### config.mk
export PLATFORM = sky130hd
export DESIGN_NAME = capture_top
export DESIGN_NICKNAME = d
export VERILOG_FILES = /design/src/capture_pkg.sv /design/src/capture_top.sv /design/src/frame_stats.sv /design/src/bar_pattern.sv /design/src/pixel_assembler.sv /design/src/window_mapper.sv /design/src/raw_timing_counter.sv /design/src/source_fsm.sv
export SDC_FILE = /design/constraint.sdc
export NUM_CORES = 1
export LEC_CHECK = 0
export CELL_PAD_IN_SITES_DETAIL_PLACEMENT = 0
export CELL_PAD_IN_SITES_GLOBAL_PLACEMENT = 1
export CORE_UTILIZATION = 30
export CTS_CLUSTER_DIAMETER = 150
export CTS_CLUSTER_SIZE = 14
export DETAILED_ROUTE_END_ITERATION = 6
export DONT_BUFFER_PORTS = 1
export GPL_TIMING_DRIVEN = 0
export PLACE_DENSITY = 0.56
export SLEW_MARGIN = 20
export SYNTH_ARGS = -nofsm -noshare
export SYNTH_HDL_FRONTEND = slang
export SYNTH_HIERARCHICAL = 1
export SYNTH_SLANG_ARGS = --single-unit
### constraint.sdc
create_clock -name clock -period 6.8 [get_ports clock]
set_clock_uncertainty 0.15 [all_clocks]
set_input_delay 0.34 -clock clock [delete_from_list [all_inputs] [get_ports clock]]
set_output_delay 0.34 -clock clock [all_outputs]
set_load 0.02 [all_outputs]
### src/capture_pkg.sv
`default_nettype none

package capture_pkg;

    localparam int BUS_BITS   = 12;
    localparam int COLOR_BITS = 8;
    localparam int COUNT_BITS = 12;

    // generated timing in raw clocks and lines
    localparam int GEN_WIDTH  = 1716;
    localparam int GEN_HEIGHT = 525;

    // final raw line index of each standard frame
    localparam int LINES_240P = 262;
    localparam int LINES_288P = 312;
    localparam int LINES_480I = 524;
    localparam int LINES_576I = 624;

    typedef enum logic [2:0] {
        mode_vga,
        mode_480i,
        mode_576i,
        mode_240p,
        mode_288p
    } video_mode_t;

    typedef enum logic {
        st_follow,
        st_generate
    } source_state_t;

    typedef struct packed {
        logic [COUNT_BITS-1:0] hstart;
        logic [COUNT_BITS-1:0] vstart;
        logic [COUNT_BITS-1:0] width;
        logic [COUNT_BITS-1:0] height;
    } window_t;

    ////////////////////////////////
    // visible window per mode
    ////////////////////////////////
    localparam window_t WIN_VGA  = '{12'd265, 12'd40, 12'd720, 12'd480};
    localparam window_t WIN_480I = '{12'd257, 12'd18, 12'd720, 12'd504};
    localparam window_t WIN_576I = '{12'd279, 12'd22, 12'd720, 12'd600};
    localparam window_t WIN_240P = '{12'd257, 12'd18, 12'd720, 12'd504};
    localparam window_t WIN_288P = '{12'd257, 12'd24, 12'd720, 12'd600};

    // colour bars
    localparam int BAR_OFFSET = 52;
    localparam int BAR_WIDTH  = 80;

endpackage

`default_nettype wire
### src/capture_top.sv
`timescale 1ns/1ps
`default_nettype none

module capture_top #(
    parameter int IDLE_LIMIT = 108_000_000
) (
    input  logic                               clock,
    input  logic                               reset,
    input  logic [capture_pkg::BUS_BITS-1:0]   data,
    input  logic                               hsync_n,
    input  logic                               vsync_n,
    input  logic                               line_doubler,
    input  logic                               generate_video,
    input  logic                               generate_timing,
    input  logic                               nonblack_reset,
    output logic [capture_pkg::COLOR_BITS-1:0] red,
    output logic [capture_pkg::COLOR_BITS-1:0] green,
    output logic [capture_pkg::COLOR_BITS-1:0] blue,
    output logic [capture_pkg::COUNT_BITS-1:0] counter_x,
    output logic [capture_pkg::COUNT_BITS-1:0] counter_y,
    output capture_pkg::video_mode_t           mode,
    output logic                               resync,
    output logic [23:0]                        timing_info,
    output logic [23:0]                        pin_ok,
    output logic [23:0]                        color_explorer,
    output logic [capture_pkg::COUNT_BITS-1:0] non_black_first,
    output logic [capture_pkg::COUNT_BITS-1:0] non_black_last,
    output logic                               force_generate
);
    import capture_pkg::*;

    logic                  generating;
    logic [COUNT_BITS-1:0] raw_x;
    logic [COUNT_BITS-1:0] raw_y;
    logic                  in_window;
    logic                  pixel_phase;
    logic                  frame_start;
    logic                  line_end;
    logic                  show_bars;
    logic [COLOR_BITS-1:0] bar_red;
    logic [COLOR_BITS-1:0] bar_green;
    logic [COLOR_BITS-1:0] bar_blue;

    assign show_bars = generate_video || force_generate;

    source_fsm #(
        .IDLE_LIMIT(IDLE_LIMIT)
    ) u_source_fsm (
        .clock(clock), .reset(reset), .data(data),
        .hsync_n(hsync_n), .vsync_n(vsync_n), .generate_timing(generate_timing),
        .generating(generating), .force_generate(force_generate)
    );

    raw_timing_counter u_raw_timing_counter (
        .clock(clock), .reset(reset), .generating(generating),
        .hsync_n(hsync_n), .vsync_n(vsync_n), .raw_x(raw_x), .raw_y(raw_y),
        .mode(mode), .resync(resync), .timing_info(timing_info)
    );

    window_mapper u_window_mapper (
        .clock(clock), .reset(reset), .raw_x(raw_x), .raw_y(raw_y),
        .mode(mode), .line_doubler(line_doubler),
        .counter_x(counter_x), .counter_y(counter_y), .in_window(in_window),
        .pixel_phase(pixel_phase), .frame_start(frame_start), .line_end(line_end)
    );

    bar_pattern u_bar_pattern (
        .clock(clock), .reset(reset), .counter_x(counter_x),
        .bar_red(bar_red), .bar_green(bar_green), .bar_blue(bar_blue)
    );

    pixel_assembler u_pixel_assembler (
        .clock(clock), .reset(reset), .data(data),
        .in_window(in_window), .pixel_phase(pixel_phase), .show_bars(show_bars),
        .bar_red(bar_red), .bar_green(bar_green), .bar_blue(bar_blue),
        .red(red), .green(green), .blue(blue)
    );

    frame_stats u_frame_stats (
        .clock(clock), .reset(reset), .data(data),
        .in_window(in_window), .pixel_phase(pixel_phase),
        .frame_start(frame_start), .line_end(line_end), .counter_x(counter_x),
        .red(red), .green(green), .blue(blue),
        .nonblack_reset(nonblack_reset), .show_bars(show_bars),
        .pin_ok(pin_ok), .color_explorer(color_explorer),
        .non_black_first(non_black_first), .non_black_last(non_black_last)
    );

endmodule

`default_nettype wire

### src/frame_stats.sv
`timescale 1ns/1ps
`default_nettype none

module frame_stats (
    input  logic                               clock,
    input  logic                               reset,
    input  logic [capture_pkg::BUS_BITS-1:0]   data,
    input  logic                               in_window,
    input  logic                               pixel_phase,
    input  logic                               frame_start,
    input  logic                               line_end,
    input  logic [capture_pkg::COUNT_BITS-1:0] counter_x,
    input  logic [capture_pkg::COLOR_BITS-1:0] red,
    input  logic [capture_pkg::COLOR_BITS-1:0] green,
    input  logic [capture_pkg::COLOR_BITS-1:0] blue,
    input  logic                               nonblack_reset,
    input  logic                               show_bars,
    output logic [23:0]                        pin_ok,
    output logic [23:0]                        color_explorer,
    output logic [capture_pkg::COUNT_BITS-1:0] non_black_first,
    output logic [capture_pkg::COUNT_BITS-1:0] non_black_last
);
    import capture_pkg::*;

    localparam int PAIRS = BUS_BITS - 1;

    logic [PAIRS-1:0]        pair_10;
    logic [PAIRS-1:0]        pair_01;
    logic [PAIRS-1:0]        seen_10;
    logic [PAIRS-1:0]        seen_01;
    logic [23:0]             rgb;
    logic [23:0]             color_acc;
    logic [COUNT_BITS-1:0]   x_q;
    logic [COUNT_BITS-1:0]   first_acc;
    logic [COUNT_BITS-1:0]   last_acc;

    assign rgb = {red, green, blue};

    // adjacent pins shorted together never show 10 or 01
    always_comb begin
        for (int i = 0; i < PAIRS; i++) begin
            pair_10[i] = data[i+1] && !data[i];
            pair_01[i] = !data[i+1] && data[i];
        end
    end

    always_ff @(posedge clock or posedge reset) begin
        if (reset) begin
            seen_10         <= '0;
            seen_01         <= '0;
            color_acc       <= '0;
            pin_ok          <= '0;
            color_explorer  <= '0;
            x_q             <= '0;
            first_acc       <= '1;
            last_acc        <= '0;
            non_black_first <= '1;
            non_black_last  <= '0;
        end else begin
            x_q <= counter_x;

            if (frame_start) begin
                pin_ok         <= {{(24 - 2 * PAIRS){1'b0}}, seen_01, seen_10};
                color_explorer <= color_acc;
                seen_10        <= '0;
                seen_01        <= '0;
                color_acc      <= '0;
            end else if (!show_bars) begin
                if (in_window) begin
                    seen_10 <= seen_10 | pair_10;
                    seen_01 <= seen_01 | pair_01;
                end
                color_acc <= color_acc | rgb;
            end

            // rgb of column x_q is fresh on the first-word clock
            if (nonblack_reset) begin
                first_acc       <= '1;
                last_acc        <= '0;
                non_black_first <= '1;
                non_black_last  <= '0;
            end else if (line_end) begin
                non_black_first <= first_acc;
                non_black_last  <= last_acc;
            end else if (pixel_phase && rgb != '0) begin
                if (x_q < first_acc) begin
                    first_acc <= x_q;
                end
                if (x_q > last_acc) begin
                    last_acc <= x_q;
                end
            end
        end
    end

endmodule

`default_nettype wire

### src/bar_pattern.sv
`timescale 1ns/1ps
`default_nettype none

module bar_pattern (
    input  logic                               clock,
    input  logic                               reset,
    input  logic [capture_pkg::COUNT_BITS-1:0] counter_x,
    output logic [capture_pkg::COLOR_BITS-1:0] bar_red,
    output logic [capture_pkg::COLOR_BITS-1:0] bar_green,
    output logic [capture_pkg::COLOR_BITS-1:0] bar_blue
);
    import capture_pkg::*;

    // rgb lit mask, bar 0 first
    localparam logic [2:0] BAR_COLORS [8] = '{
        3'b100, 3'b010, 3'b001, 3'b111, 3'b000, 3'b011, 3'b110, 3'b101
    };

    logic [2:0] lit;

    always_comb begin
        lit = 3'b000;
        for (int i = 0; i < 8; i++) begin
            if (counter_x >= COUNT_BITS'(BAR_OFFSET + i * BAR_WIDTH)) begin
                lit = BAR_COLORS[i];
            end
        end
        if (counter_x >= COUNT_BITS'(BAR_OFFSET + 8 * BAR_WIDTH)) begin
            lit = 3'b000;
        end
    end

    always_ff @(posedge clock or posedge reset) begin
        if (reset) begin
            bar_red   <= '0;
            bar_green <= '0;
            bar_blue  <= '0;
        end else begin
            bar_red   <= {COLOR_BITS{lit[2]}};
            bar_green <= {COLOR_BITS{lit[1]}};
            bar_blue  <= {COLOR_BITS{lit[0]}};
        end
    end

endmodule

`default_nettype wire

### src/pixel_assembler.sv
`timescale 1ns/1ps
`default_nettype none

module pixel_assembler (
    input  logic                               clock,
    input  logic                               reset,
    input  logic [capture_pkg::BUS_BITS-1:0]   data,
    input  logic                               in_window,
    input  logic                               pixel_phase,
    input  logic                               show_bars,
    input  logic [capture_pkg::COLOR_BITS-1:0] bar_red,
    input  logic [capture_pkg::COLOR_BITS-1:0] bar_green,
    input  logic [capture_pkg::COLOR_BITS-1:0] bar_blue,
    output logic [capture_pkg::COLOR_BITS-1:0] red,
    output logic [capture_pkg::COLOR_BITS-1:0] green,
    output logic [capture_pkg::COLOR_BITS-1:0] blue
);
    import capture_pkg::*;

    // green is split across the two words
    localparam int SPLIT = BUS_BITS - COLOR_BITS;

    logic [COLOR_BITS-1:0] red_hold;
    logic [SPLIT-1:0]      green_hold;

    // first word of a pair
    always_ff @(posedge clock) begin
        if (in_window && pixel_phase) begin
            red_hold   <= data[BUS_BITS-1 -: COLOR_BITS];
            green_hold <= data[SPLIT-1:0];
        end
    end

    always_ff @(posedge clock or posedge reset) begin
        if (reset) begin
            red   <= '0;
            green <= '0;
            blue  <= '0;
        end else if (!in_window) begin
            red   <= '0;
            green <= '0;
            blue  <= '0;
        end else if (show_bars) begin
            red   <= bar_red;
            green <= bar_green;
            blue  <= bar_blue;
        end else if (!pixel_phase) begin
            red   <= red_hold;
            green <= {green_hold, data[BUS_BITS-1 -: COLOR_BITS-SPLIT]};
            blue  <= data[COLOR_BITS-1:0];
        end
    end

endmodule

`default_nettype wire

### src/window_mapper.sv
`timescale 1ns/1ps
`default_nettype none

module window_mapper (
    input  logic                               clock,
    input  logic                               reset,
    input  logic [capture_pkg::COUNT_BITS-1:0] raw_x,
    input  logic [capture_pkg::COUNT_BITS-1:0] raw_y,
    input  capture_pkg::video_mode_t           mode,
    input  logic                               line_doubler,
    output logic [capture_pkg::COUNT_BITS-1:0] counter_x,
    output logic [capture_pkg::COUNT_BITS-1:0] counter_y,
    output logic                               in_window,
    output logic                               pixel_phase,
    output logic                               frame_start,
    output logic                               line_end
);
    import capture_pkg::*;

    window_t               win;
    logic                  at_hstart;
    logic                  at_vstart;
    logic [COUNT_BITS-1:0] x_next;
    logic [COUNT_BITS-1:0] y_next;

    always_comb begin
        win = WIN_VGA;
        if (line_doubler) begin
            case (mode)
                mode_480i: win = WIN_480I;
                mode_576i: win = WIN_576I;
                mode_240p: win = WIN_240P;
                mode_288p: win = WIN_288P;
                default:   win = WIN_VGA;
            endcase
        end
    end

    assign at_hstart = (raw_x == win.hstart);
    assign at_vstart = (raw_y == win.vstart);

    // visible x advances once per word pair
    always_comb begin
        x_next = counter_x + COUNT_BITS'(raw_x[0]);
        y_next = counter_y;
        if (at_hstart) begin
            x_next = '0;
            y_next = at_vstart ? '0 : counter_y + 1'b1;
        end
    end

    always_ff @(posedge clock or posedge reset) begin
        if (reset) begin
            counter_x   <= '0;
            counter_y   <= '1;
            in_window   <= 1'b0;
            pixel_phase <= 1'b0;
            frame_start <= 1'b0;
            line_end    <= 1'b0;
        end else begin
            counter_x   <= x_next;
            counter_y   <= y_next;
            in_window   <= (x_next < win.width) && (y_next < win.height);
            pixel_phase <= raw_x[0];
            frame_start <= at_hstart && at_vstart;
            line_end    <= (x_next == win.width - 1'b1) && !raw_x[0];
        end
    end

endmodule

`default_nettype wire

### src/raw_timing_counter.sv
`timescale 1ns/1ps
`default_nettype none

module raw_timing_counter (
    input  logic                               clock,
    input  logic                               reset,
    input  logic                               generating,
    input  logic                               hsync_n,
    input  logic                               vsync_n,
    output logic [capture_pkg::COUNT_BITS-1:0] raw_x,
    output logic [capture_pkg::COUNT_BITS-1:0] raw_y,
    output capture_pkg::video_mode_t           mode,
    output logic                               resync,
    output logic [23:0]                        timing_info
);
    import capture_pkg::*;

    logic                  hsync_q;
    logic                  vsync_q;
    logic                  h_fall;
    logic                  v_fall;
    logic [COUNT_BITS-1:0] line_len;
    logic [COUNT_BITS-1:0] frame_lines;
    video_mode_t           mode_next;
    logic                  resync_next;

    assign h_fall      = hsync_q && !hsync_n;
    assign v_fall      = vsync_q && !vsync_n;
    assign timing_info = {line_len, frame_lines};

    // classify on the final line index of the frame
    always_comb begin
        mode_next   = mode_vga;
        resync_next = 1'b0;
        case (raw_y)
            COUNT_BITS'(LINES_240P): mode_next = mode_240p;
            COUNT_BITS'(LINES_288P): mode_next = mode_288p;
            COUNT_BITS'(LINES_480I): mode_next = mode_480i;
            COUNT_BITS'(LINES_576I): mode_next = mode_576i;
            default:                 resync_next = 1'b1;
        endcase
    end

    always_ff @(posedge clock or posedge reset) begin
        if (reset) begin
            hsync_q     <= 1'b1;
            vsync_q     <= 1'b1;
            raw_x       <= '0;
            raw_y       <= '0;
            line_len    <= '0;
            frame_lines <= '0;
            mode        <= mode_vga;
            resync      <= 1'b1;
        end else begin
            hsync_q <= hsync_n;
            vsync_q <= vsync_n;

            if (generating) begin
                if (raw_x >= COUNT_BITS'(GEN_WIDTH - 1)) begin
                    raw_x    <= '0;
                    line_len <= raw_x + 1'b1;
                    if (raw_y >= COUNT_BITS'(GEN_HEIGHT - 1)) begin
                        raw_y       <= '0;
                        frame_lines <= raw_y + 1'b1;
                        resync      <= 1'b0;
                    end else begin
                        raw_y <= raw_y + 1'b1;
                    end
                end else begin
                    raw_x <= raw_x + 1'b1;
                end
            end else if (h_fall) begin
                raw_x    <= '0;
                line_len <= raw_x + 1'b1;
                if (v_fall) begin
                    mode        <= mode_next;
                    resync      <= resync_next;
                    frame_lines <= raw_y + 1'b1;
                    raw_y       <= '0;
                end else begin
                    raw_y <= raw_y + 1'b1;
                end
            end else begin
                raw_x <= raw_x + 1'b1;
            end
        end
    end

endmodule

`default_nettype wire

### src/source_fsm.sv
`timescale 1ns/1ps
`default_nettype none

module source_fsm #(
    parameter int IDLE_LIMIT = 108_000_000
) (
    input  logic                             clock,
    input  logic                             reset,
    input  logic [capture_pkg::BUS_BITS-1:0] data,
    input  logic                             hsync_n,
    input  logic                             vsync_n,
    input  logic                             generate_timing,
    output logic                             generating,
    output logic                             force_generate
);
    import capture_pkg::*;

    // one spare count so the counter cannot wrap on the entry clock
    localparam int IDLE_BITS = $clog2(IDLE_LIMIT + 2);
    localparam logic [IDLE_BITS-1:0] LIMIT_COUNT = IDLE_BITS'(IDLE_LIMIT);

    source_state_t        state;
    logic                 hsync_q;
    logic                 vsync_q;
    logic                 idle;
    logic                 enter_generate;
    logic [IDLE_BITS-1:0] idle_count;

    // port idle means every line sits high
    assign idle = hsync_q && hsync_n && vsync_q && vsync_n && (&data);
    assign enter_generate = (state == st_follow) && (idle_count == LIMIT_COUNT);

    always_ff @(posedge clock or posedge reset) begin
        if (reset) begin
            state          <= st_follow;
            hsync_q        <= 1'b1;
            vsync_q        <= 1'b1;
            idle_count     <= '0;
            force_generate <= 1'b0;
            generating     <= 1'b0;
        end else begin
            hsync_q <= hsync_n;
            vsync_q <= vsync_n;

            case (state)
                st_follow: begin
                    if (idle) begin
                        idle_count <= idle_count + 1'b1;
                    end else begin
                        idle_count <= '0;
                    end
                    if (enter_generate) begin
                        state          <= st_generate;
                        force_generate <= 1'b1;
                    end
                end
                // left only through reset
                default: begin
                    state <= st_generate;
                end
            endcase

            generating <= generate_timing || (state == st_generate) || enter_generate;
        end
    end

endmodule

`default_nettype wire

Word-level counts from Yosys, hierarchy flattened
Index checks and enable logic that the tools add are counted.

Bits in registers: 303. Input port bits: 20. Output and inout port bits: 149. Word-level logic and storage cells: 218.

Add/sub/neg operators: 6. Order comparisons: 15. Eq/ne operators: 17. Multiplexer cells: 69. Bitwise operators: 5. Reduce and logical (&&, ||, !) cells: 70.

Operators by type and width (count): $mux 12 (31); $pmux 41 s3 (1); $mux 8 (9); $mux 11 (6); $ge 12x10->1 const B (4); $mux 24 (2); $mux 48 (1); $add 12x1->12 const B (3); $eq 12x12->1 (3); $ge 12x9->1 const B (3); $lt 12x12->1 (3); $logic_and 1x1->1 (34); $add 27x1->27 const B (1); $eq 27x27->1 const B (1); $mux 27 (1); $mux 3 (9); $eq 12x10->1 const B (2); $eq 12x9->1 const B (2); $ge 12x8->1 const B (2); $or 24x24->24 (1); $reduce_bool 24->1 (1); $or 11x11->11 (2); $logic_not 1->1 (15); $reduce_bool 2->1 (7); 21 further kinds (38).

Depth between registers and ports, before layout
Gate-level depths: netlist of the first run.

Depth after elaboration: 10. Mapped depth: 14. Depth with buffers taken out: 14.

Modules after synthesis
The synthesis of the first run kept the hierarchy.

Modules (own cells, without submodules): frame_stats (times used 1, cells each 524, area an instance 6244.7 um^2, seq. area each 3833.7 um^2); raw_timing_counter (times used 1, cells each 249, area an instance 2522.4 um^2, seq. area each 1355.0 um^2); window_mapper (times used 1, cells each 208, area an instance 1854.3 um^2, seq. area each 715.7 um^2); pixel_assembler (times used 1, cells each 121, area an instance 1788.0 um^2, seq. area each 960.9 um^2); source_fsm (times used 1, cells each 173, area an instance 1690.4 um^2, seq. area each 803.3 um^2); bar_pattern (times used 1, cells each 66, area an instance 541.8 um^2, seq. area each 75.1 um^2); capture_top (times used 1, cells each 1, area an instance 6.3 um^2, seq. area each 0.0 um^2).

Worst setup path before layout of the first run
Ideal clock, no wire load.

Path type: reg2reg. Start point: register u_raw_timing_counter.mode[1]. End point: register u_window_mapper.in_window. Setup time: 66 ps. Arrival: 2973 ps. Required time: 6584 ps. Slack: 3610 ps. Cell stages (with the launch flop): 13. Path buffers: 1. Period minus slack after synthesis: 3190 ps. Path through: dfrtp_1 nor4bb_2 or4_4 a221oi_4 o21ai_2 buf_2 o31ai_1 ha_1 a21o_1 a21oi_1 o21ai_0 nor3_1 o311a_1.

Longest elaborated chain between the ends: 9. Elaborated cells between the ends (all ways): 15. Those cells by class: order compare (2); eq/ne (6); mux (5); reduce/logical (2).

RTL lines: start: declaration (RTL line raw_timing_counter.sv:12) `output capture_pkg::video_mode_t mode,`; start signal: assignment (RTL line raw_timing_counter.sv:52) `mode <= mode_vga;`; start signal: assignment (RTL line raw_timing_counter.sv:76) `mode <= mode_next;`; $eq 3x1->1 or $eq 3x2->1 (tied branches) (RTL line window_mapper.sv:29) `case (mode)`; $reduce_or 2->1 (no line); $pmux 41 s3 (*) (RTL line window_mapper.sv:29); $mux 48 (*) (RTL line window_mapper.sv:28) `if (line_doubler) begin`; $eq 12x12->1 (RTL line window_mapper.sv:40) `assign at_vstart = (raw_y == win.vstart);`; $mux 12 (RTL line window_mapper.sv:48) `y_next = at_vstart ? '0 : counter_y + 1'b1;`; $mux 12 (*) (RTL line window_mapper.sv:46) `if (at_hstart) begin`; via u_window_mapper.y_next[8] (RTL line window_mapper.sv:24) `logic [COUNT_BITS-1:0] y_next;`; $lt 12x12->1 (*) (RTL line window_mapper.sv:63) `in_window <= (x_next < win.width) && (y_next < win.height);`; $logic_and 1x1->1 (*) (RTL line window_mapper.sv:63); end signal: assignment (RTL line window_mapper.sv:63); end: declaration (RTL line window_mapper.sv:13) `output logic in_window,`.

Mark *: on every way through the listed nets, which the timed path passes. The rest lies on a longest branch. A chain may end at the register's enable or synchronous reset.

Worst setup path after layout of the first run
Start point: register u_raw_timing_counter.mode[0]. End point: register u_window_mapper.in_window.

Same word-level chain as after synthesis.

==> results.txt, run 1 <==
* Final worst-path cycle share: 58.0%
- Based on the critical path, the design can be clocked at up to roughly 0.25 GHz.
- After clock tree synthesis, the setup repair step added 0 buffers.
- The HPWL after detailed placement is around 28000 um.
- Detailed router's first-iteration violation count: about 600
- Cell mode on critical path: nor3_1
- Relative max-transition margin: between 40% and 50%
* Design Area, Final: around 0.016 mm^2
- Floorplan die height: ~220 um
- Placer congestion estimate: approximately 0.78
* Number of nets with antenna violations after routing: 0
- In the synthesized netlist the dominant register cell turns out to be dfrtp_1.
* Setup-failing EPs final: 0
- Counting instances, the worst hold path has a depth of 3.
- Dividing the detail-routed via count by the number of cells gives 5.11.
- Number of input and output port buffers inserted: 0
- The completed layout was analyzed and its total power is 4.50 mW.
- The routed layout has between 10000 and 15000 vias.
- Number of iterations in the first detailed-routing pass: 7
* Cell count along the critical path: 13
- The number of antenna violations at the first check in global routing came to 1.
- In this run, synthesis inferred 12 flip-flops with an integrated enable.
* Cts bufs inserted: 25
- Clock latency reported for the late side of the worst-skew pair: 0.58 ns
* Routed length per placed instance: just over 20 um
* Area overhead of the layout relative to synthesis: 11.7%
* Cell at the root of the clock tree: clkbuf_16
- Synth Area per Inst: between 10 and 15 um^2
- The final-report hold violation count came to 0.
- The final layout contains routed wiring with a total length of just over 40000 um.
- Crit path max-delay family: compound AO/OA/AOI/OAI gates
- Area inside the core boundary: approximately 0.048 mm^2
- RSZ-0062 raised after global routing: false
* Htree depth: 1
- Critical Path Start Type: flip-flop
* Top cells by count, synth: dfrtp_1 (252), nor2_1 (144), a21oi_1 (88)
- Hold is met by between 0.05 and 0.06 ns.
- Worst-case clock buffer depth: 3
- Slowest stage cell on the critical path: dfrtp_1
- After synthesis the netlist holds a flip-flop and latch count of 305.
* Worst EP arrival: ~4.3 ns
- Number of cells traversed by the worst register-to-register path: 13
- Total Negative Setup Slacks: 0 ns
* Synth unique cells: between 80 and 90
- VDD sags by at most between 0.2 and 0.25 mV.
- The flow ran to the end, and the final reports show no timing, DRC or antenna violations.
- During synthesis, Yosys emitted a total of 6 warnings.
- In the final design database the tool counted about 1400 nets.
- Setup WS post-layout: ~2.9 ns
- Synthesis handed over a netlist of 1342 instances.
* Classification of the worst setup path: reg2reg
- Timing analysis after detailed placement gives a worst setup slack of 2.82 ns.
- Post-synth top area cell: dfrtp_1
* Placement Rows: 80
- Global route overflow: 0
- Entering global routing, the biggest net connects 86 pins.
- Area enclosed by the die boundary: between 0.04 and 0.05 mm^2
- Fraction of registers with async set/reset: about 96%
- After detailed routing, the number of remaining DRC violations is 0.
* Sink count of the clock tree: between 300 and 400
* Power per unit of standard cell area: between 200 and 300 mW/mm^2
- The path class of the tightest hold or removal check is in2reg.
* Fraction of layout instances using a drive strength above 1: between 10% and 20%
- For the pin with the worst max-slew slack, the measured transition is approximately 0.87 ns.
- Most frequent cell after synthesis: dfrtp_1
- # IOs: around 170
- The critical path goes through nor3_1 > nor3_1 > inv_1 > mux2i_2 > o21ai_2 > buf_2 > o31ai_1 > ha_1 > a21o_1 > a21oi_1 > o21ai_0 > nor3_1 > o311a_1.
- Counting I/O delays and the setup requirement, the final critical path takes 3.94 ns.
* Post-Synthesis Cell Area: roughly 0.015 mm^2
- Combined buffer and inverter count along the critical path: 2
- Fill cells in the final layout number 4841.
- Top post-synthesis cells by area: dfrtp_1 (43%), dfstp_2 (7.4%), mux2_2 (4.5%), nor2_1 (3.7%), ha_1 (3.2%)
* Critical Path End Type: flip-flop
- The initial utilization of the core area, before any placement, comes to 30.6%.
* Slack of the worst reg-to-reg path: ~2.9 ns
* Largest stage delay on the critical path: about 0.55 ns
* CTS tree: yes
- Placed cell areas: about 0.015 mm^2
* Clock-pin slew reported for the worst setup and hold paths after clock tree synthesis: roughly 0.070 ns
- Share of the yosys chip area belonging to registers: between 50 and 60%
* Synth top area share: a little over two fifths
- Critical path required time: a little over 7 ns
* CP Max Fanout: 10
- P_leak: around 7.4 nW
- Count of max-cap constraint violations: 0
- Die boundary width: about 220 um
* Total Routing Usage GR: 16.6%
- The via count of the first global-routing pass came to 10500.
* Global-route wire length before repair: 65000 um
* Max Transition Viols Final: 0
==> power by group <==
| group | total, mW | switching, mW | leakage (nW) | internal (mW) |
|---|---|---|---|---|
| Combinational | 0.751 | 0.400 | 3.11 | 0.351 |
| Sequential | 2.35 | 0.359 | 3.96 | 2.00 |
| Clock | 1.39 | 0.693 | 0.344 | 0.698 |
| Total | 4.50 | 1.45 | 7.41 | 3.04 |
==> cell type report <==
type                            count  area, um^2  share of cell area [%]
Sequential cell                   305        7740                    47.3
Multi-Input combinational cell    900        6190                    37.8
Tap cell                          615         769                    4.70
Clock buffer                       44         697                    4.26
Buffer                             87         531                    3.24
Inverter                           51         201                    1.23
Timing Repair Buffer               18         198                    1.21
Clock inverter                      2        25.0                   0.153
Antenna cell                        4        10.0                  0.0612
==> registers in the layout, summed over array words and instances, names as in the netlist, 3 cells and up <==
| signal | cells |
|---|---|
| u_source_fsm/idle_count | 27 |
| u_window_mapper/counter_x | 12 |
| u_raw_timing_counter/raw_x | 12 |
| u_raw_timing_counter/raw_y | 12 |
| u_pixel_assembler/green_hold | 4 |
| u_frame_stats/seen_01 | 11 |
| u_frame_stats/seen_10 | 11 |
| u_frame_stats/first_acc | 12 |
| u_raw_timing_counter/line_len | 12 |
| u_frame_stats/pin_ok | 22 |
| u_raw_timing_counter/mode | 3 |
| u_pixel_assembler/red_hold | 8 |
| u_frame_stats/color_explorer | 24 |
| u_pixel_assembler/green | 8 |
| u_pixel_assembler/red | 8 |
| u_frame_stats/color_acc | 24 |
| u_frame_stats/non_black_first | 12 |
| u_frame_stats/last_acc | 12 |
| u_window_mapper/counter_y | 12 |
| u_raw_timing_counter/frame_lines | 12 |
| u_pixel_assembler/blue | 8 |
| u_frame_stats/x_q | 12 |
| u_frame_stats/non_black_last | 12 |
==> worst min-delay path: stages <==
cell and delay, ns:
nand4_1 0.10, or4_1 0.21, o2bb2ai_1 0.08
==> layer usage <==
layer / vias up / global-route usage [%] / share of wire, %
met2: 192 / 27.1 / 47
met4: 0 / 3.63 / 1.5
li1: 4886 / - / -
met3: 37 / 3.46 / 5.0
met1: 5239 / 22.5 / 46
met5: - / 0 / 0
==> repair_timing <==
item / in CTS / in global routing
hold endpoints to repair: 287 / 0
hold buffers: 17 / 0
resized for setup: 0 / 0
==> final timing paths <==
| kind | end | startpoint |
|---|---|---|
| setup / recovery | u_window_mapper/in_window | u_raw_timing_counter/mode[0] |
| hold / removal | u_source_fsm/idle_count[2] | data[3] |
| setup reg to reg | u_window_mapper/in_window | u_raw_timing_counter/mode[0] |
| hold reg to reg | u_frame_stats/color_acc[9] | u_frame_stats/color_acc[9] |
| max in group asynchronous | u_frame_stats/seen_10[1] | reset |
| min in group asynchronous | u_bar_pattern/bar_green[0] | reset |
==> cells by family after synthesis <==
family | Yosys count | share of synthesized area, %
other cells | 1 | 0.0256
xor+xnor | 41 | 2.45
fa+ha+maj | 37 | 3.16
flops | 305 | 52.9
simple gates | 449 | 16.5
buf+inv | 138 | 4.93
compound gates | 281 | 12.7
mux | 90 | 7.32
==> cell usage in the layout (no fill, tap or decap), drive strengths merged, types with 4 or more instances in the layout <==
cell type / Yosys / layout
nand4: 30 / 30
diode: 0 / 4
clkbuf: 34 / 78
a21oi: 88 / 88
o21a: 7 / 7
nand3: 28 / 28
nor3b: 7 / 7
a22o: 16 / 16
nor4b: 9 / 9
nand2: 73 / 73
dfstp: 41 / 41
nor4: 20 / 20
dlygate4sd3: 0 / 17
nor2: 145 / 145
ha: 37 / 37
and2: 9 / 9
o21ai: 74 / 74
nor3: 32 / 32
or4: 15 / 15
mux2i: 13 / 13
inv: 51 / 52
or2: 5 / 5
a211o: 15 / 15
a211oi: 4 / 4
edfxtp: 12 / 12
xnor2: 25 / 25
a21o: 9 / 9
mux2: 77 / 77
and3: 12 / 12
o211a: 25 / 25
nand2b: 29 / 29
xor2: 16 / 16
dfrtp: 252 / 252
a31oi: 4 / 4
o211ai: 6 / 6
or3: 14 / 14
o31ai: 11 / 11
nor2b: 7 / 7
buf: 53 / 54
==> stage by stage <==
step | utilization [%] | cells
6_report | 34.1 | 2026
5_1_grt | 34.1 | 2023
4_1_cts | 34.1 | 2022
3_5_place_dp | 32.2 | 1959
3_3_place_gp | 32.2 | 1958
2_1_floorplan | - | 1343
Power figures use the tool's default switching activity.
==> inputs of run 2 (changes only) <==
- clock period: 6.8 -> 3.9 ns (I/O delays scaled with it)
==> run 2 against run 1 <==
Effect of this change: flip-flop and latch count did not move; die area did not move; utilization rose by 0.30 points; cell count rose by 0.20%; sequential power rose by 74%; global-route usage fell by 0.43 points; count of clock-buffer cells in the layout did not move; register-to-register slack got worse by 2.6 ns; critical endpoint unchanged; largest power group unchanged.
==> results.txt, run 2 (synthesis results as in run 1) <==
- Slew of the pin with the lowest slew margin: 0.930 ns
- The largest registers in the layout are u_source_fsm/idle_count: 27 flops, u_frame_stats/color_acc: 24 flops, u_frame_stats/color_explorer: 24 flops.
* # IOs: roughly 170
- Power per unit of standard cell area: 473 mW/mm^2
- The top cell types in the final layout, fill and taps aside, are dfrtp_1 (249), nor2_1 (143), a21oi_1 (88), nand2_1 (73), o21ai_0 (71).
- Relative max-transition margin: 38.0%
* Cells on Worst Hold Path: 3
- The floorplan has 80 rows.
* Sink count of the clock tree: a little over 300
- Routed length per placed instance: a little under 20 um
- In the finished design, the share of the clock period the worst path needs comes to between 90% and 100%.
* RSZ-0062 raised after global routing: false
- Overall power consumption after layout is estimated at about 7.8 mW.
- In this run the tool buffered the top-level ports with 0 buffer cells.
- The final layout contains routed wiring with a total length of 39800 um.
- The die covers 0.0497 mm^2.
- Entering global routing, the biggest net connects 55 pins.
- Cell at the root of the clock tree: clkbuf_16
* Cts bufs inserted: 25
- Dpl cells: a little under 2000
- At the end of routability-driven placement, the weighted congestion stood at 0.795.
- Via count of the first global-routing pass: roughly 10000
- Leading cell type in the layout, fill and taps excluded: dfrtp_1
- Critical path required time: ~4.2 ns
* Total number of vias: just over 10000
- Count of max-cap constraint violations: 0
* Htree depth: 1
- Clock latency on the worst-skew pair, taken at its later pin, is ~0.55 ns.
* Final hold violations: 0
- Area inside the core boundary: about 0.048 mm^2
- Area overhead of the layout relative to synthesis: 12.7%
- Classification of the worst setup path: reg2reg
* Slowest stage cell on the critical path: dfrtp_2
- Number of antenna violations at the first check in global routing: 2
* Detailed router's first-iteration violation count: around 650
* P_leak: around 7.5 nW
- Worst EP arrival: 3.94 ns
- Fraction of layout instances using a drive strength above 1: between 15 and 20%
- CP Max Fanout: 10
- Cell count along the critical path: 12
* Floorplan die height: ~220 um
- Die boundary width: between 200 and 250 um
* Type of the worst min-delay path: in2reg
* Final nets: around 1500
- Register with the most flip-flops: u_source_fsm/idle_count
* Global route overflow: 0
- Based on the critical path, the design can be clocked at up to about 0.28 GHz.
- The register with the most flip-flops in the layout has 27 of them.
* Number of nets with antenna violations after routing: 0
- Setup violations remaining at the end of the flow were counted as 0.
- Estimated wirelength of the detail-placed design: ~29000 um
- The worst setup path is launched from a flip-flop.
- TritonCTS built the clock tree.
* Min Clock Period, post-route: between 3 and 4 ns
- Once the floorplan was initialized, standard cells occupied 30.6% of the core.
* Number of iterations in the first detailed-routing pass: 4
- Combined buffer and inverter count along the critical path: 1
- Worst path cell trace: o21a_1 > or4_4 > a221oi_4 > o21ai_2 > buf_2 > o31ai_2 > ha_1 > a21o_1 > a21oi_1 > o21ai_0 > nor3_1 > o311a_1
* Number of vias per cell after detailed routing: around 5.1
- After detailed routing, the number of remaining DRC violations is 0.
- Largest stage delay on the critical path: 0.51 ns
- Global-route wire length before repair: 63300 um
- Maximum vdd ir drop: approximately 0.38 mV
- Number of cells traversed by the worst register-to-register path: 12
* Worst-case clock buffer depth: 3
- Clock-pin slew reported for the worst setup and hold paths after clock tree synthesis: 0.07 ns
* Critical Path End Type: flip-flop
- For this run, the number of standard cells in the final layout without fillers is just over 2000.
- The run finished with clean final reports.
* Crit path max-delay family: compound AO/OA/AOI/OAI gates
* Total Routing Usage GR: approximately 16%
- Max Transition Viols Final: 0
-- run 2: tightest hold or removal path, cell delays in order --
cell and delay (ns):
buf_1 0.25, nor3_2 0.24, a21oi_1 0.05
-- run 2: area by class of cell --
cell class	count	area, um^2
fill	4846	31400
sequential	305	7750
multi-input combinational	900	6220
tap	615	769
clock buffer	44	697
buffer	87	531
timing repair buffer	26	330
inverter	51	198
clock inverter	1	5.00
antenna	1	2.50
-- run 2: final timing paths --
check / start / end / slack [ns]
min in group asynchronous: reset / u_bar_pattern/bar_red[0] / 0.12
setup / recovery: u_raw_timing_counter/mode[0] / u_window_mapper/in_window / 0.28
hold reg to reg: u_frame_stats/color_acc[9] / u_frame_stats/color_acc[9] / 0.34
hold / removal: nonblack_reset / u_frame_stats/first_acc[2] / 0.05
max in group asynchronous: reset / u_frame_stats/first_acc[2] / 2.42
setup reg to reg: u_raw_timing_counter/mode[0] / u_window_mapper/in_window / 0.28
-- run 2: stage by stage --
| stage | TNS, ns | hold WS (ns) | cell area (um^2) | util (%) | setup WS (ns) |
|---|---|---|---|---|---|
| 2_1_floorplan | 0 | -0.201 | 14700 | - | 0.710 |
| 3_3_place_gp | -0.107 | -0.190 | 15400 | 32.2 | -0.107 |
| 3_5_place_dp | -0.110 | -0.180 | 15500 | 32.4 | -0.110 |
| 4_1_cts | 0 | 0.0133 | 16400 | 34.3 | 0.00431 |
| 5_1_grt | 0 | 0.0431 | 16500 | 34.4 | 0.00593 |
| 6_report | 0 | 0.0459 | 16500 | 34.4 | 0.276 |
-- run 2: metal layers --
metal / routed length (um) / up-vias / global-route usage, %
met5: 0 / - / 0
met4: 660 / 0 / 3.18
met3: 2250 / 40 / 3.63
met2: 18900 / 207 / 26.9
met1: 17900 / 5180 / 21.4
li1: - / 4891 / -
-- run 2: power breakdown --
part	switching, mW	internal [mW]	leakage (nW)
registers	0.621	3.48	3.96
clock network	1.17	1.20	0.334
logic	0.703	0.627	3.17
-- run 2: what timing repair did --
action | 4_1_cts | 5_1_grt
buffers inserted | 1 | 1
hold buffers | 18 | 0
pin swaps | 0 | 1
cloned | 0 | 0
gates resized for setup | 1 | 8
hold endpoints to repair | 340 | 0
setup endpoints to repair | 1 | 1
==> inputs of run 3 (changes only) <==
- PLACE_DENSITY: 0.56 -> not set
- PLACE_DENSITY_LB_ADDON: not set -> 0.15
==> run 3 against run 2 <==
Effect of this change: first-iteration DRC count decreased by 21%; sequential share of layout area about the same; utilization about the same; non-clock buffer count increased by 1; combinational power about the same; die area unchanged.
==> results.txt, run 3 (synthesis results as in run 1) <==
* CP Max Fanout: 7
- Via count of the first global-routing pass: approximately 11000
- Total Negative Setup Slacks: 0 ns
- Power per unit of standard cell area: ~480 mW/mm^2
- Routed length on met3: 1990 um
- Die boundary width: between 200 and 250 um
* P_leak: 7.46 nW
- Grouping stages by cell kind, the critical path spends the most delay in compound AO/OA/AOI/OAI gates.
* Post-route non-filler standard cell count: around 2000
- Min Clock Period, post-route: roughly 3.6 ns
- Final nets: around 1500
- In the final routed layout, each cell accounts on average for 20.4 um.
- Dividing the detail-routed via count by the number of cells gives ~5.
* Worst-case clock buffer depth: 3
* Type of the worst min-delay path: in2reg
- At the pin with the least slew margin, the transition time is 1.02 ns.
- Total number of vias: a little over 10000
- Largest stage delay on the critical path: around 0.61 ns
- Of the cells placed in the final design, the portion with a size suffix greater than 1 is between 15 and 20%.
- Status: complete, no violations
- The worst setup path is of the reg2reg kind.
- Data on the critical path arrives at its endpoint at around 3.9 ns.
- Post-detailed-route DRC marker count: 0
- Number of iterations in the first detailed-routing pass: 4
- At the end of routability-driven placement, the weighted congestion stood at around 0.80.
* Number of antenna violations at the first check in global routing: 2
- Data on the critical path is required at its endpoint by between 4 and 5 ns.
* Sink count of the clock tree: 305
* Register with the most flip-flops: u_source_fsm/idle_count
* Number of input and output port buffers inserted: 0
- Dividing the final minimum period by the clock period gives between 90 and 100%.
- Htree depth: 1
- After floorplanning, the core was sized to cover ~0.048 mm^2.
* Clock-pin slew reported for the worst setup and hold paths after clock tree synthesis: approximately 0.070 ns
* Floorplan die height: about 220 um
- The worst pin sits at a relative slew slack of between 30% and 40%.
- The most numerous cell type found on the critical path is o21ai_0.
- The number of buffers and inverters on the critical path is 1.
* Design Area, Final: around 0.016 mm^2
* # IOs: roughly 170
* Placed cell areas: 0.0155 mm^2
- In this run, the number of DRC markers left after iteration 0 of detailed routing was between 500 and 600.
- The floorplan step defined a die boundary enclosing slightly below 0.05 mm^2.
- Dpl cells: just under 2000
- Final routed wirelength across all metal layers: between 40000 and 50000 um
* Slowest stage cell on the critical path: or4_1
- Global-route wire length before repair: around 65000 um
- Cell at the root of the clock tree: clkbuf_16
- The register with the most flip-flops in the layout has 27 of them.
- Maximum clock frequency: about 0.28 GHz
- Count of max-cap constraint violations: 0
* Critical Path End Type: flip-flop
* Number of nets with antenna violations after routing: 0
- Area overhead of the layout relative to synthesis: 12.6%
- After detailed routing, the met2 layer carries 20000 um of wire.
- The critical path goes through or4_1 > nor4_4 > o211ai_1 > buf_4 > o21a_1 > o21ai_0 > o31ai_2 > ha_1 > a21o_1 > a21oi_1 > o21ai_0 > nor3_1 > o311a_1.
* Effective utilization at floorplan: 30.6%
- VDD sags by at most 0.365 mV.
* Global route overflow: 0
- Entering global routing, the biggest net connects 55 pins.
- The clock reaches the later pin of the worst-skew pair after ~0.56 ns.
- In the final layout, the registers with the most flip-flops are u_source_fsm/idle_count: 27 flops, u_frame_stats/color_acc: 24 flops, u_frame_stats/color_explorer: 24 flops.
- Most used cells in the layout excluding fill and tap cells: dfrtp_1 (249), nor2_1 (144), a21oi_1 (88), nand2_1 (73), o21ai_0 (71)
* Max Transition Viols Final: 0
- The wire-length estimate of the detail-placed layout is 29300 um.
- Buffers inserted during clock tree synthesis total 25.
* Top layer reached by signal wires: met5
- Placement Rows: 80
- Critical Path Start Type: flip-flop
- Met1 WL: around 19000 um
- Across every metal layer, demand over resource in global routing totals ~17%.
* Setup-failing EPs final: 0
- The final-report hold violation count was 0.
- Leading cell type in the layout, fill and taps excluded: dfrtp_1
- Setup repair after global routing left no endpoint under its margin.
* CTS tree: yes
==> run 3: cell types whose count changed in the layout (fill, tap and decap cells not counted) <==
cell / before / now
buf_16: 2 / 1
inv_2: 3 / 4
nor2_1: 143 / 144
clkinv_1: 1 / 0
diode_2: 1 / 2
inv_6: 0 / 1
buf_4: 26 / 28
clkbuf_1: 53 / 51
nor2_2: 2 / 1
==> run 3: worst reg2reg max path: cells and delay by family (launching register included) <==
kind	cells	cell delay (ns)
flops	1	0.47
buf+inv	1	0.23
simple gates	3	0.95
fa+ha+maj	1	0.32
compound gates	8	1.41
==> run 3: report_power, final <==
part	leakage, nW	total [mW]	switching, mW	internal (mW)
Sequential	3.96	4.09	0.608	3.48
Combinational	3.17	1.35	0.718	0.628
Clock	0.337	2.40	1.20	1.20
Total	7.46	7.83	2.53	5.31
==> run 3: final timing paths <==
check,from,to,slack (ns),depth (start not counted)
max in group asynchronous,reset,u_frame_stats/first_acc[7],2.47,4
worst max register to register,u_raw_timing_counter/raw_y[0],u_window_mapper/in_window,0.29,13
worst max-delay path,u_raw_timing_counter/raw_y[0],u_window_mapper/in_window,0.29,13
worst min register to register,u_frame_stats/seen_10[9],u_frame_stats/seen_10[9],0.34,2
worst min-delay path,nonblack_reset,u_frame_stats/first_acc[3],0.03,3
min in group asynchronous,reset,u_bar_pattern/bar_green[0],0.13,2
==> run 3: per-layer routing <==
| metal | vias to the layer above | GRT usage [%] |
|---|---|---|
| met5 | - | 0 |
| met4 | 2 | 3.87 |
| met3 | 40 | 3.56 |
| met2 | 182 | 27.9 |
| met1 | 5232 | 22.0 |
| li1 | 4889 | - |
==> run 3: cell type report <==
cell class	count	area (um^2)
Multi-Input combinational cell	900	6220
Antenna cell	2	5.00
Fill cell	4911	31500
Inverter	51	198
Clock buffer	42	689
Timing Repair Buffer	27	318
Sequential cell	305	7750
Clock inverter	2	13.8
Tap cell	615	769
Buffer	87	531
==> run 3: timing repair <==
action                     4_1_cts  5_1_grt
setup buffers                    0        4
setup endpoints to repair        1        1
hold endpoints to repair       360        0
gates resized for setup          1        7
hold buffers                    18        0
pin swaps                        0        1
==> run 3: per-stage QoR <==
step                      power (mW)  utilization (%)  setup WS (ns)  hold WS (ns)
after floorplan                 5.00                -          0.710        -0.201
after global placement          5.43             32.2        -0.0911        -0.193
after detailed placement        5.45             32.4        -0.0664        -0.187
after CTS                       7.99             34.3         0.0111       0.00514
after global routing            8.29             34.4        0.00125        0.0517
final                           7.83             34.4          0.288        0.0282
